File: config.mk
export PLATFORM = sky130hd
export DESIGN_NAME = dcache_hit_select
export DESIGN_NICKNAME = d
export VERILOG_FILES = /design/src/rtl/dcache_pkg.sv /design/src/rtl/dcache_hit_select.sv
export SDC_FILE = /design/constraint.sdc
export NUM_CORES = 1
export LEC_CHECK = 0
export BUFFER_PORTS_ARGS = -buffer_cell sky130_fd_sc_hd__buf_2
export CORE_AREA = 2 2 112 114
export CTS_CLUSTER_SIZE = 30
export DETAILED_ROUTE_END_ITERATION = 6
export DIE_AREA = 0 0 114 116
export PLACE_DENSITY = 0.66
export REMOVE_ABC_BUFFERS = 1
export SLEW_MARGIN = 5
export SYNTH_ARGS = -nofsm -noshare
export SYNTH_HDL_FRONTEND = slang
export SYNTH_SLANG_ARGS = --single-unit
export TNS_END_PERCENT = 5
File: constraint.sdc
create_clock -name clk -period 2.1 [get_ports clk]
set_clock_uncertainty 0.15 [all_clocks]
set_input_delay 0.21 -clock clk [delete_from_list [all_inputs] [get_ports clk]]
set_output_delay 0.21 -clock clk [all_outputs]
set_load 0.02 [all_outputs]
File: src/rtl/dcache_pkg.sv
`default_nettype none

package dcache_pkg;

    // way geometry
    localparam int SETS       = 64;
    localparam int BANKS      = 4;
    localparam int LOAD_PORTS = 2;
    localparam int WORD_BYTES = 4;

    localparam int SET_BITS  = $clog2(SETS);
    localparam int BANK_BITS = $clog2(BANKS);
    localparam int TAG_BITS  = 20;
    localparam int WORD_BITS = WORD_BYTES * 8;

    // set index within the way
    typedef logic [SET_BITS-1:0] set_idx_t;

    // address tag held per set
    typedef logic [TAG_BITS-1:0] tag_t;

    // bank of the line a load wants
    typedef logic [BANK_BITS-1:0] bank_sel_t;

    // one bank word and its byte enables
    typedef logic [WORD_BITS-1:0]  word_t;
    typedef logic [WORD_BYTES-1:0] byte_mask_t;

endpackage

`default_nettype wire

File: src/rtl/dcache_hit_select.sv
`timescale 1ns/1ps
`default_nettype none

module dcache_hit_select #(
    parameter int N_LOAD = dcache_pkg::LOAD_PORTS,
    parameter int N_BANK = dcache_pkg::BANKS
) (
    input  wire logic                  clk,
    input  wire logic                  arst_n,

    input  wire logic                  load_valid   [N_LOAD],
    input  wire dcache_pkg::tag_t      load_tag     [N_LOAD],
    input  wire dcache_pkg::bank_sel_t load_bank    [N_LOAD],
    input  wire logic                  grant        [N_LOAD],

    input  wire dcache_pkg::tag_t      stored_tag   [N_LOAD],
    input  wire logic                  stored_valid [N_LOAD],
    input  wire dcache_pkg::word_t     bank_rdata   [N_BANK],

    output logic                       load_hit     [N_LOAD],
    output logic                       load_replay  [N_LOAD],
    output dcache_pkg::word_t          load_data    [N_LOAD]
);

    logic                  valid_q [N_LOAD];
    logic                  grant_q [N_LOAD];
    dcache_pkg::tag_t      tag_q   [N_LOAD];
    dcache_pkg::bank_sel_t bank_q  [N_LOAD];

    // control part of the request
    always_ff @(posedge clk or negedge arst_n) begin
        if (!arst_n) begin
            for (int p = 0; p < N_LOAD; p++) begin
                valid_q[p] <= 1'b0;
                grant_q[p] <= 1'b0;
            end
        end else begin
            for (int p = 0; p < N_LOAD; p++) begin
                valid_q[p] <= load_valid[p];
                grant_q[p] <= grant[p];
            end
        end
    end

    // payload, only meaningful while valid_q
    always_ff @(posedge clk) begin
        for (int p = 0; p < N_LOAD; p++) begin
            tag_q[p]  <= load_tag[p];
            bank_q[p] <= load_bank[p];
        end
    end

    always_comb begin
        for (int p = 0; p < N_LOAD; p++) begin
            load_hit[p]    = valid_q[p] && grant_q[p] && stored_valid[p]
                             && (stored_tag[p] == tag_q[p]);
            load_replay[p] = valid_q[p] && !grant_q[p]; // bank lost, caller retries
            load_data[p]   = load_hit[p] ? bank_rdata[bank_q[p]] : '0;
        end
    end

endmodule

`default_nettype wire

* Yosys cells after proc, flatten, opt, wreduce, memory -nomap -nowiden
Memories as Yosys holds them, arrays and structs flattened. Cells that the tools add are included.
Operators by class: bitwise gates (word level) 2, reduce and logical (&&, ||, !) cells 10, order comparisons 2, multiplexer cells 8, equal/unequal tests 2
Operators with widths (number):
- $mux W32 | 6
- $bmux W32 S2 | 2
- $eq A20 B20 Y1 | 2
- $logic_and A1 B1 Y1 | 8
- $ge A3 B3 Y1 const B | 2
- $not A2 Y3 | 2
- $logic_not A1 Y1 | 2
Word-level totals: flip-flop bits (word level) 4, input bits 220, RAM bits 44, logic and storage cells 30, memories kept 2
Memory list:
- tag_q | words 2, width 20, read ports 2, clocked after memory_dff 0, write ports 2, line dcache_hit_select.sv:27 | dcache_pkg::tag_t tag_q [N_LOAD];
- bank_q | words 2, width 2, read ports 2, clocked after memory_dff 0, write ports 2, line dcache_hit_select.sv:28 | dcache_pkg::bank_sel_t bank_q [N_LOAD];

* Depth between registers and ports, before layout
depth in word-level cells 5, mapped depth 5, gate-level depth less buffers 4

* Least setup slack after synthesis
No wires, ideal clock.
kind register to output, from mem tag_q[0][22] (netlist bit), to out load_data[10] (netlist bit), arrival time 1.414 ns, data required time 1.740 ns, stages on the path, launching flop included 6, path buffers 1, setup slack 0.326 ns, path through dfxtp_1 > xnor2_1 > nand4_1 > nor4_4 > clkbuf_2 > and3_1
RTL lines:
- start, declared | line dcache_hit_select.sv:27
- end, declared | line dcache_hit_select.sv:22 | output dcache_pkg::word_t load_data [N_LOAD]

==> reports/qor.txt <==
Final period util: 109%
Worst path cell trace: xnor2_2 -> nand4_1 -> nor4_4 -> buf_6 -> buf_12 -> and3_1 -> buf_6
Max-cap viol count: 0
Core area: 11900 µm²
Drt total wl: 14300 µm
Fmax achieved: 436 MHz
Slowest CP cell: dfxtp_2
Total GRT Usage: 20.3%
# port buffers: 287
Register area share after synthesis: 28.2%
Wire length per cell: 19.2 µm
Tightest Pin Transition: 276 ps
Post-Syn Instances: 264
Mapped Area: 3470 µm²
Root Driver: clkbuf_16
Die Footprint: 13200 µm²
CP peak stage delay: 330 ps
Finished Layout Cells: 745
I/O pins: 288
Synth area leader: mux4_2
Worst Setup SP: tag_q[0][12]
Worst EP arrival: 1940 ps
Final HPWL DP: 10600 µm
RSZ-0062 raised after global routing: yes
Hold Violations, Final: 0
Worst setup EP type: output port
Crit path required time: 1740 ps
DR vias: 3828
Yosys warns: 0
Crit-path max FO: 18
Grt ovf: 0
Placer Congestion: 0.816
Syn Area/Cell: 13.2 µm²
Int Pwr: 2.04 mW
Util after Layout: 52.0%
WHS: 102 ps
Sequential power share: 37.1%
Residual DRC count: 0
Clk sinks: 48
TritonCTS clock tree: yes
Worst Slack Setup Final: -195 ps
Die height: 116 µm
First-pass GRT wire length: 20400 µm
Routed Antenna Nets: 0
Crit path kind: reg -> out
Most used cell, CP: buf_6
DRT Pass-1 Iters: 4
Critical path launch point type: flip-flop
Synth top area cells: mux4_2 (41%), dfxtp_1 (25%), and3_1 (12%)
# diodes: 0
Placed Instances: 685
Net Switching: 631 µW
Fin nets: 817
Fill count: 1005
Leakage: 3.03 nW
CTS clk-pin slew, worst paths: 70 ps
Die width: 114 µm
Synth Register Bits: 48
Worst VDD drop: 982 µV
Hold Path Class: in -> async
Largest net degree at the start of global routing: 34
Final critical-path required period: 2300 ps
Clk buf depth: 2
Vias/cell: 5.14
Layout area overhead: 78.5%
Initial DRC count: 196
Share of layout cells above drive strength 1: 66.1%
Failing checks: setup timing
Vias in the first global route: 4137
Pwr dens: 430 nW/µm²
Switching Share: 23.6%
Clock power frac: 34.9%
Antenna violations before repair: 1
Slew Viols, Final: 0
Post-synth top area share: 41.5%
Post-place setup slack: 69.6 ps
Combinational Power Share: 28.0%
Setup violators final: 64
Synth cell types: 15
Outcome: finished with violations
FP Rows: 40
H-tree depth: 2
Initial Utilization: 29.2%
Clock buffer count from CTS: 5
Max_slew headroom: 81.5%
-- synth_stat cells --
| library cell | number |
|---|---|
| nor4_4 | 2 |
| nor2_1 | 4 |
| dfxtp_1 | 44 |
| dfrtp_1 | 4 |
| nand4_1 | 10 |
| clkbuf_2 | 6 |
| nor4_2 | 2 |
| clkbuf_1 | 12 |
| nor2b_1 | 2 |
| buf_2 | 2 |
| buf_4 | 6 |
| and3_1 | 66 |
| xor2_1 | 6 |
| xnor2_1 | 34 |
| mux4_2 | 64 |
-- per-layer routing --
layer  vias up  routed length, µm  part of all wire (%)  track usage, %
met1      1840               4770                    33            20.2
met4         2                285                   2.0            7.40
met3        22               1220                   8.5            4.08
met2       238               8040                    56            41.1
li1       1726                  -                     -               -
met5         -                  7                 0.049               0
-- kinds of logic (layout without fill, tap and decap cells) --
logic type	Yosys count	after routing	share of synthesized area [%]
flip-flops	48	48	28.2
multiplexers	64	64	41.5
buffers and inverters	26	360	3.75
XOR/XNOR	40	40	10.1
AND/OR/NAND/NOR	86	86	16.4
-- worst max-delay path, delay by kind of cell, from the launching register on --
kind,cells,cell delay [ps]
AND/OR/NAND/NOR,3,730
buffers and inverters,3,420
flip-flops,1,330
XOR/XNOR,1,150
-- path summary, 6_finish.rpt --
| check | endpoint | slack [ps] | depth (start not counted) |
|---|---|---|---|
| setup / recovery | load_data[43] | -200 | 7 |
| hold / removal | valid_q[0] | 100 | 2 |
| max in group asynchronous | grant_q[1] | 1570 | 2 |
| min in group clk | grant_q[0] | 400 | 2 |
-- power by group through the flow --
stage / Sequential (mW) / Clock (mW) / Combinational, mW
global placement: 1.00 / 0 / 0.641
finish: 0.990 / 0.932 / 0.747
CTS: 0.987 / 0.937 / 0.739
detailed placement: 1.01 / 0 / 0.665
global route: 0.994 / 0.984 / 0.799
floorplan: 1.04 / 0 / 0.294
-- flip-flops by register name, indices dropped and copies added, names as in the netlist --
| register | count |
|---|---|
| valid_q | 2 |
| grant_q | 2 |
| bank_q | 4 |
| tag_q | 40 |
-- final cells by class --
| cell class | instances | area [µm²] | share of cell area (%) |
|---|---|---|---|
| clock buffers | 6 | 139 | 2.24 |
| well taps | 147 | 184 | 2.97 |
| clock inverters | 2 | 38.8 | 0.626 |
| multi-input cells | 190 | 2430 | 39.3 |
| flip-flops and latches | 48 | 990 | 16.0 |
| repair buffers | 352 | 2410 | 38.9 |
-- cells in the final DEF, fill, tap and decap left out, drive strengths merged --
cell         synthesis  layout
buf                  8     303
bufinv               0       1
nor2                 4       4
dfxtp               44      44
clkinv               0       1
dlygate4sd3          0      49
mux4                64      64
xnor2               34      34
clkbuf              18       6
xor2                 6       6
nor4                 4       4
nor2b                2       2
dfrtp                4       4
and3                66      66
nand4               10      10
-- per-stage QoR --
stage	setup TNS [ps]	instance area, µm²	power [mW]
4_1_cts	-9420	6080	2.66
2_1_floorplan	-38440	3340	1.34
5_1_grt	-14610	6200	2.78
3_3_place_gp	0	5190	1.65
3_5_place_dp	0	5190	1.67
6_report	-8890	6200	2.67
-- what timing repair did --
action / in CTS / in global routing
gates cloned: 0 / 1
resized for setup: 77 / 28
hold buffers: 49 / 0
endpoints found under the hold margin: 52 / 0
pin swaps: 5 / 7
setup buffers: 1 / 1
setup endpoints to repair: 64 / 66
No activity file was read; power rests on OpenSTA's default activity.
