**src/rtl/dcache_pkg.sv**
```systemverilog
`default_nettype none

package dcache_pkg;

    // way geometry
    localparam int SETS       = 64;
    localparam int BANKS      = 4;
    localparam int LOAD_PORTS = 2;
    localparam int WORD_BYTES = 4;

    localparam int SET_BITS  = $clog2(SETS);
    localparam int BANK_BITS = $clog2(BANKS);
    localparam int TAG_BITS  = 20;
    localparam int WORD_BITS = WORD_BYTES * 8;

    // set index within the way
    typedef logic [SET_BITS-1:0] set_idx_t;

    // address tag held per set
    typedef logic [TAG_BITS-1:0] tag_t;

    // bank of the line a load wants
    typedef logic [BANK_BITS-1:0] bank_sel_t;

    // one bank word and its byte enables
    typedef logic [WORD_BITS-1:0]  word_t;
    typedef logic [WORD_BYTES-1:0] byte_mask_t;

endpackage

`default_nettype wire

```
**src/rtl/dcache_tag_store.sv**
```systemverilog
`timescale 1ns/1ps
`default_nettype none

module dcache_tag_store #(
    parameter int N_LOAD = dcache_pkg::LOAD_PORTS
) (
    input  wire logic                 clk,
    input  wire logic                 arst_n,

    input  wire logic                 load_valid  [N_LOAD],
    input  wire dcache_pkg::set_idx_t load_index  [N_LOAD],

    input  wire logic                 evict_en,
    input  wire dcache_pkg::set_idx_t evict_index,

    input  wire logic                 tag_we,
    input  wire dcache_pkg::set_idx_t tag_windex,
    input  wire dcache_pkg::tag_t     tag_wtag,
    input  wire logic                 tag_wvalid,

    input  wire logic                 dirty_we,
    input  wire dcache_pkg::set_idx_t dirty_windex,
    input  wire logic                 dirty_wdata,

    output logic                      stored_valid [N_LOAD],
    output dcache_pkg::tag_t          stored_tag   [N_LOAD],

    output dcache_pkg::tag_t          evict_tag,
    output logic                      evict_valid,
    output logic                      evict_dirty
);

    localparam int N_RD = N_LOAD + 1; // load ports, then the evict port

    dcache_pkg::tag_t       tags  [dcache_pkg::SETS]; // no reset on the tag array
    logic [dcache_pkg::SETS-1:0] valid;
    logic [dcache_pkg::SETS-1:0] dirty;

    logic                 rd_en    [N_RD];
    dcache_pkg::set_idx_t rd_index [N_RD];
    dcache_pkg::tag_t     rd_tag   [N_RD];
    logic                 rd_valid [N_RD];

    // gather all read ports into one set of arrays
    always_comb begin
        for (int p = 0; p < N_LOAD; p++) begin
            rd_en[p]    = load_valid[p];
            rd_index[p] = load_index[p];
        end
        rd_en[N_LOAD]    = evict_en;
        rd_index[N_LOAD] = evict_index;
    end

    // tag array, read before this cycle's write
    always_ff @(posedge clk) begin
        if (tag_we) begin
            tags[tag_windex] <= tag_wtag;
        end
        for (int p = 0; p < N_RD; p++) begin
            if (rd_en[p]) begin
                rd_tag[p] <= tags[rd_index[p]];
            end
        end
    end

    // valid and dirty bits live in flops so they can be cleared
    always_ff @(posedge clk or negedge arst_n) begin
        if (!arst_n) begin
            valid       <= '0;
            dirty       <= '0;
            evict_dirty <= 1'b0;
            for (int p = 0; p < N_RD; p++) begin
                rd_valid[p] <= 1'b0;
            end
        end else begin
            if (tag_we) begin
                valid[tag_windex] <= tag_wvalid;
            end
            if (dirty_we) begin
                dirty[dirty_windex] <= dirty_wdata;
            end
            for (int p = 0; p < N_RD; p++) begin
                if (rd_en[p]) begin
                    rd_valid[p] <= valid[rd_index[p]]; // old value on same-set write
                end
            end
            if (evict_en) begin
                evict_dirty <= dirty[evict_index];
            end
        end
    end

    // split the read ports back out
    always_comb begin
        for (int p = 0; p < N_LOAD; p++) begin
            stored_tag[p]   = rd_tag[p];
            stored_valid[p] = rd_valid[p];
        end
        evict_tag   = rd_tag[N_LOAD];
        evict_valid = rd_valid[N_LOAD];
    end

endmodule

`default_nettype wire

```
**config.mk**
```make
export PLATFORM = sky130hd
export DESIGN_NAME = dcache_tag_store
export DESIGN_NICKNAME = d
export VERILOG_FILES = /design/src/rtl/dcache_pkg.sv /design/src/rtl/dcache_tag_store.sv
export SDC_FILE = /design/constraint.sdc
export NUM_CORES = 2
export LEC_CHECK = 0
export CORE_ASPECT_RATIO = 1.1
export CORE_MARGIN = 5
export CORE_UTILIZATION = 50
export DETAILED_ROUTE_END_ITERATION = 7
export DONT_BUFFER_PORTS = 1
export SLEW_MARGIN = 0
export SYNTH_ARGS = -nofsm -noshare
export SYNTH_HDL_FRONTEND = slang
export SYNTH_SLANG_ARGS = --single-unit
```
**constraint.sdc**
```tcl
create_clock -name clk -period 1.9 [get_ports clk]
set_input_delay 0.475 -clock clk [delete_from_list [all_inputs] [get_ports clk]]
set_output_delay 0.475 -clock clk [all_outputs]
set_load 0.02 [all_outputs]
```
== Word-level counts from Yosys, hierarchy flattened ==
Memories as Yosys holds them, arrays and structs flattened.
Index checks and enable logic that the tools add are counted.

* Output and inout port bits: 64
* Input bits: 59
* Memory bits (writable): 1340
* Bits in registers: 132
* Logic and storage cells: 39
* Memories kept: 2

* $lt $le $gt $ge: 7
* Muxes and demuxes: 22
* Reduce and logical (&&, ||, !) cells: 2

{| class="wikitable"
|+ Memories
! memory !! words !! bits a word !! read ports !! clocked after Yosys merged registers in !! wr ports !! line !! RTL
|-
| tags || 64 || 20 || 3 || 0 || 1 || dcache_tag_store.sv:35 || <nowiki>dcache_pkg::tag_t tags [dcache_pkg::SETS];</nowiki>
|-
| rd_tag || 3 || 20 || 3 || 0 || 3 || dcache_tag_store.sv:41 || <nowiki>dcache_pkg::tag_t rd_tag [N_RD];</nowiki>
|}

{| class="wikitable"
|+ Operators by type and width
! kind !! count
|-
| bitwise mux 64 bit || 2
|-
| < comparator 6 x 7 -> 1 bit (second input constant) || 5
|-
| binary-select mux 1 bit (select 6 bit) || 4
|-
| two-way mux 1 bit || 14
|-
| demux 1 bit (select 6 bit) || 2
|-
| greater-or-equal comparator 6 x 1 -> 1 bit (second input constant) || 2
|-
| logical AND 1 bit || 2
|}

== Logic depth before layout (Yosys ltp) ==
* Depth in word-level cells: 5
* Gate-level depth with buffers: 10
* Gate-level depth less buffers: 5

== Worst setup path before layout ==
Ideal clock, no wire load.

* Path type: input -> register
* From: input tag_windex[4]
* To: register valid[48] in the netlist's numbering
* Slack: -1284 ps
* Stages: 5
* Setup time: 125 ps
* Data required time: 1775 ps
* Arrival: 3060 ps
* Path through: clkbuf_1 -> nand3_1 -> or3_1 -> nor3_1 -> mux2_2

* Word-level cells in the longest chain between the ends: 5
* Elaborated cells on any way between the ends: 6

{| class="wikitable"
|+ Ends and longest elaborated chain
! item !! line !! RTL
|-
| start, declared || dcache_tag_store.sv:17 || <nowiki>input wire dcache_pkg::set_idx_t tag_windex,</nowiki>
|-
| < comparator 6 x 7 -> 1 bit (implied by the code) or greater-or-equal comparator 6 x 1 -> 1 bit (tied branches) || dcache_tag_store.sv:77 || <nowiki>valid[tag_windex] <= tag_wvalid;</nowiki>
|-
| logical AND 1 bit (implied by the code) || dcache_tag_store.sv:77 ||
|-
| two-way mux 1 bit (implied by the code) || dcache_tag_store.sv:77 ||
|-
| demux 1 bit (select 6 bit) * || dcache_tag_store.sv:77 ||
|-
| bitwise mux 64 bit * || dcache_tag_store.sv:77 ||
|-
| end signal, assigned by index || dcache_tag_store.sv:77 ||
|-
| end, declared || dcache_tag_store.sv:36 || <nowiki>logic [dcache_pkg::SETS-1:0] valid;</nowiki>
|}

Mark *: on every way between the ends. The rest lies on a longest branch, timed or not.
A chain may end at the register's enable or synchronous reset.

==> results.md <==
* CP Capture Type: register
* Largest net degree at the start of global routing at around 370
* Post-synth top area cell: edfxtp_1
* Critical path required time at 2.45 ns
* Sink Count at 1472
* Share of flip-flops with an asynchronous set or reset at 8.97%
* Critical Path Fanout Max at 372
* Routability cong. at approximately 0.89
* Longest Clk Path Bufs at 3
* #FFs+latches synth at 1472
* Die H at 423 µm
* Vias per Instance at 7.52
* DRT Pass-1 Iters at 5
* Clock transition at the registers of the reported paths at 0.06 ns
* Synthesized area per cell at 20.7 µm²
* Syn_nets at 3814
* Largest cells by area after synthesis: edfxtp_1 (52%), mux4_2 (36%), dfrtp_1 (4.3%)
* IO Port Bufs at 0
* Die area at 0.163 mm²
* Hold bufs inserted after CTS at 47
* VDD IR max at between 0.7 and 0.8 mV
* IO Pins at 123
* Tmin final at about 2.5 ns
* CP arrival at approximately 3.0 ns
* Max Slew Vio Count at 61
* Hold Crit Class: primary input to asynchronous set/reset pin
* Initial cell density of the core at 50.3%
* Antenna viol nets, final at 0
* Layout area overhead at 18.0%
* Tcrit/Tclk final at 131%
* Synth unique cells at 37
* Die W at a little under 400 µm
* Failing checks: negative hold slack, max-capacitance violations, max-slew violations, negative setup slack
* RSZ-0062 raised after global routing: yes
* Hold WS at -0.635 ns
* Top cell type's share of synthesized area at roughly 52%
* Syn Inst Count at 3755
* Fin. Hold Viols at between 100 and 150
* Overall routing resource usage at 34.4%
* Root buffer selected by CTS: clkbuf_16
* Remaining DRCs at 0
* Register area share after synthesis at a little under three fifths
* Post-DP HPWL at 165 mm
* Number of global-route vias before repair at 48.2k
* Leak Pwr at around 0.030 µW
* Status: finished with violations
* TritonCTS clock tree: built
* Number of synthesized flops with an enable pin at 1340
* Yosys warnings at 0
* Setup slack after layout at -0.585 ns
* Post-Place Cell Area at roughly 0.085 mm²
* Max-Cap Viols at 2
* Final WL at about 280 mm
* Core area at 0.154 mm²
* Clock Skew at between 0.02 and 0.03 ns
* Row count at 151
* CTS H-tree lvls at 4
* Fraction of layout cells with a size suffix above 1 at between 50 and 60%
* Slew Limit Headroom at -8.44%
* CTS buffer count at 160
* Total global routing overflow at 0
* Primary FF master, synth: edfxtp_1
* Fill cells at 11.0k
* Worst Tran Pin Value at 1.63 ns
* Critical path type: primary input to register
* Final net count at 4146
* Max Fclk at 0.402 GHz
* Total number of vias at 47.3k
* Clock Latency Late Sink at 0.81 ns
* Wire length of the first global-routing pass at 386 mm
* DRT iter0 DRCs at 7051
* PwrDens at between 800 and 900 mW/mm²
* Post-route cell area at 0.0917 mm²
* Setup violations, final at 79
* Startpoint Class: primary input
* Routed wire per std cell at 44.2 µm
* Post-synthesis cell area at roughly 0.078 mm²
* Initial antenna violation count at 8
## metal layers
metal	global-route usage [%]	up-vias	wire length, µm
met5	0	-	44
met4	17.2	6	17000
met1	46.8	25715	99400
met3	9.96	613	34300
li1	-	17544	-
met2	51.3	3408	127000
## layout by cell type (no fill, tap or decap), types with 10 or more instances in the layout
| master | count |
|---|---|
| nand2_1 | 67 |
| o22ai_2 | 31 |
| a211oi_1 | 10 |
| buf_16 | 22 |
| clkinv_2 | 26 |
| nor2_1 | 50 |
| mux2_2 | 112 |
| mux2_4 | 32 |
| clkbuf_16 | 164 |
| clkinv_1 | 28 |
| a22oi_2 | 44 |
| nand2b_1 | 19 |
| o22ai_4 | 11 |
| nor2_2 | 13 |
| mux4_2 | 1238 |
| bufinv_16 | 12 |
| buf_6 | 44 |
| clkbuf_1 | 31 |
| o22ai_1 | 26 |
| nand3_1 | 18 |
| buf_4 | 286 |
| dlygate4sd3_1 | 21 |
| buf_12 | 141 |
| mux2i_1 | 44 |
| nor2_4 | 77 |
| edfxtp_1 | 1340 |
| a22oi_1 | 28 |
| dfrtp_1 | 129 |
| nor2b_1 | 21 |
| nand2_2 | 14 |
## registers in the layout, summed over array words and instances (netlist names)
name,count
tags,1280
dirty,64
valid,64
rd_tag,60
stored_valid,2
evict_dirty,1
evict_valid,1
## synthesized netlist by cell type, types with 10 or more instances
library cell  number
buf_2            111
edfxtp_1        1340
nand2_1           85
a22oi_1           72
nand3_1           24
mux4_2          1238
mux2_2           144
buf_1             55
clkbuf_1         167
nor2_1           140
o22ai_1           68
nand2b_1          19
dfrtp_1          132
nor2b_1           26
a211oi_1          10
mux2i_1           44
## path summary, 6_finish.rpt
| path | start | endpoint | slack (ns) | cells past startpoint |
|---|---|---|---|---|
| max | evict_index[0] | rd_tag[0][58] | -0.59 | 4 |
| min | arst_n | valid[26] | -0.64 | 0 |
| max reg2reg | tags[27][6] | rd_tag[0][46] | -0.43 | 5 |
| min reg2reg | dirty[6] | dirty[6] | 0.50 | 1 |
| max in group asynchronous | arst_n | dirty[47] | 2.26 | 0 |
| min in group clk | tag_wtag[2] | tags[49][2] | 0.05 | 1 |
## worst max-delay path, cell delays in order
cell and delay, ns:
mux4_2 0.86, mux4_2 0.54, a22oi_2 0.49, nand2_1 0.11
## where the power goes
group / switching, µW / internal, µW
Sequential: 839 / 36100
Clock: 13500 / 17700
Combinational: 3220 / 4350
Total: 17500 / 58200
## metrics by stage
| stage | power, µW | TNS, ns | setup slack, ns | instances | utilization [%] |
|---|---|---|---|---|---|
| 2_1_floorplan | 43100 | -150.37 | -0.500 | 3755 | - |
| 3_3_place_gp | 43800 | -40.10 | -1.19 | 5932 | 54.9 |
| 3_5_place_dp | 43900 | -40.50 | -1.16 | 5932 | 54.9 |
| 4_1_cts | 75800 | -15.63 | -0.404 | 6281 | 59.3 |
| 5_1_grt | 77600 | -17.26 | -0.442 | 6284 | 59.4 |
| 6_report | 75700 | -21.24 | -0.585 | 6285 | 59.4 |
## repair_timing
item	CTS	global route
pin swaps	58	21
setup endpoints to repair	86	83
buffers inserted	12	4
gates resized for setup	155	43
endpoints found under the hold margin	1611	132
## layout make-up
| cell class | count | area (µm²) | area share [%] |
|---|---|---|---|
| Tap cell | 2065 | 2580 | 2.82 |
| Multi-Input combinational cell | 1935 | 34200 | 37.2 |
| Timing Repair Buffer | 514 | 6280 | 6.85 |
| Clock inverter | 94 | 871 | 0.949 |
| Antenna cell | 1 | 2.50 | 0.00273 |
| Inverter | 4 | 15.0 | 0.0164 |
| Sequential cell | 1472 | 43500 | 47.5 |
| Clock buffer | 200 | 4290 | 4.68 |
## kinds of logic after synthesis
| kind of cell | after synthesis | share of synthesized area (%) |
|---|---|---|
| AO/OA/AOI/OAI | 172 | 1.55 |
| AND/OR/NAND/NOR | 337 | 1.96 |
| multiplexers | 1426 | 38.5 |
| flip-flops | 1472 | 56.0 |
| buffers and inverters | 348 | 1.94 |
Note: power is estimated with default switching activity, not from simulation.
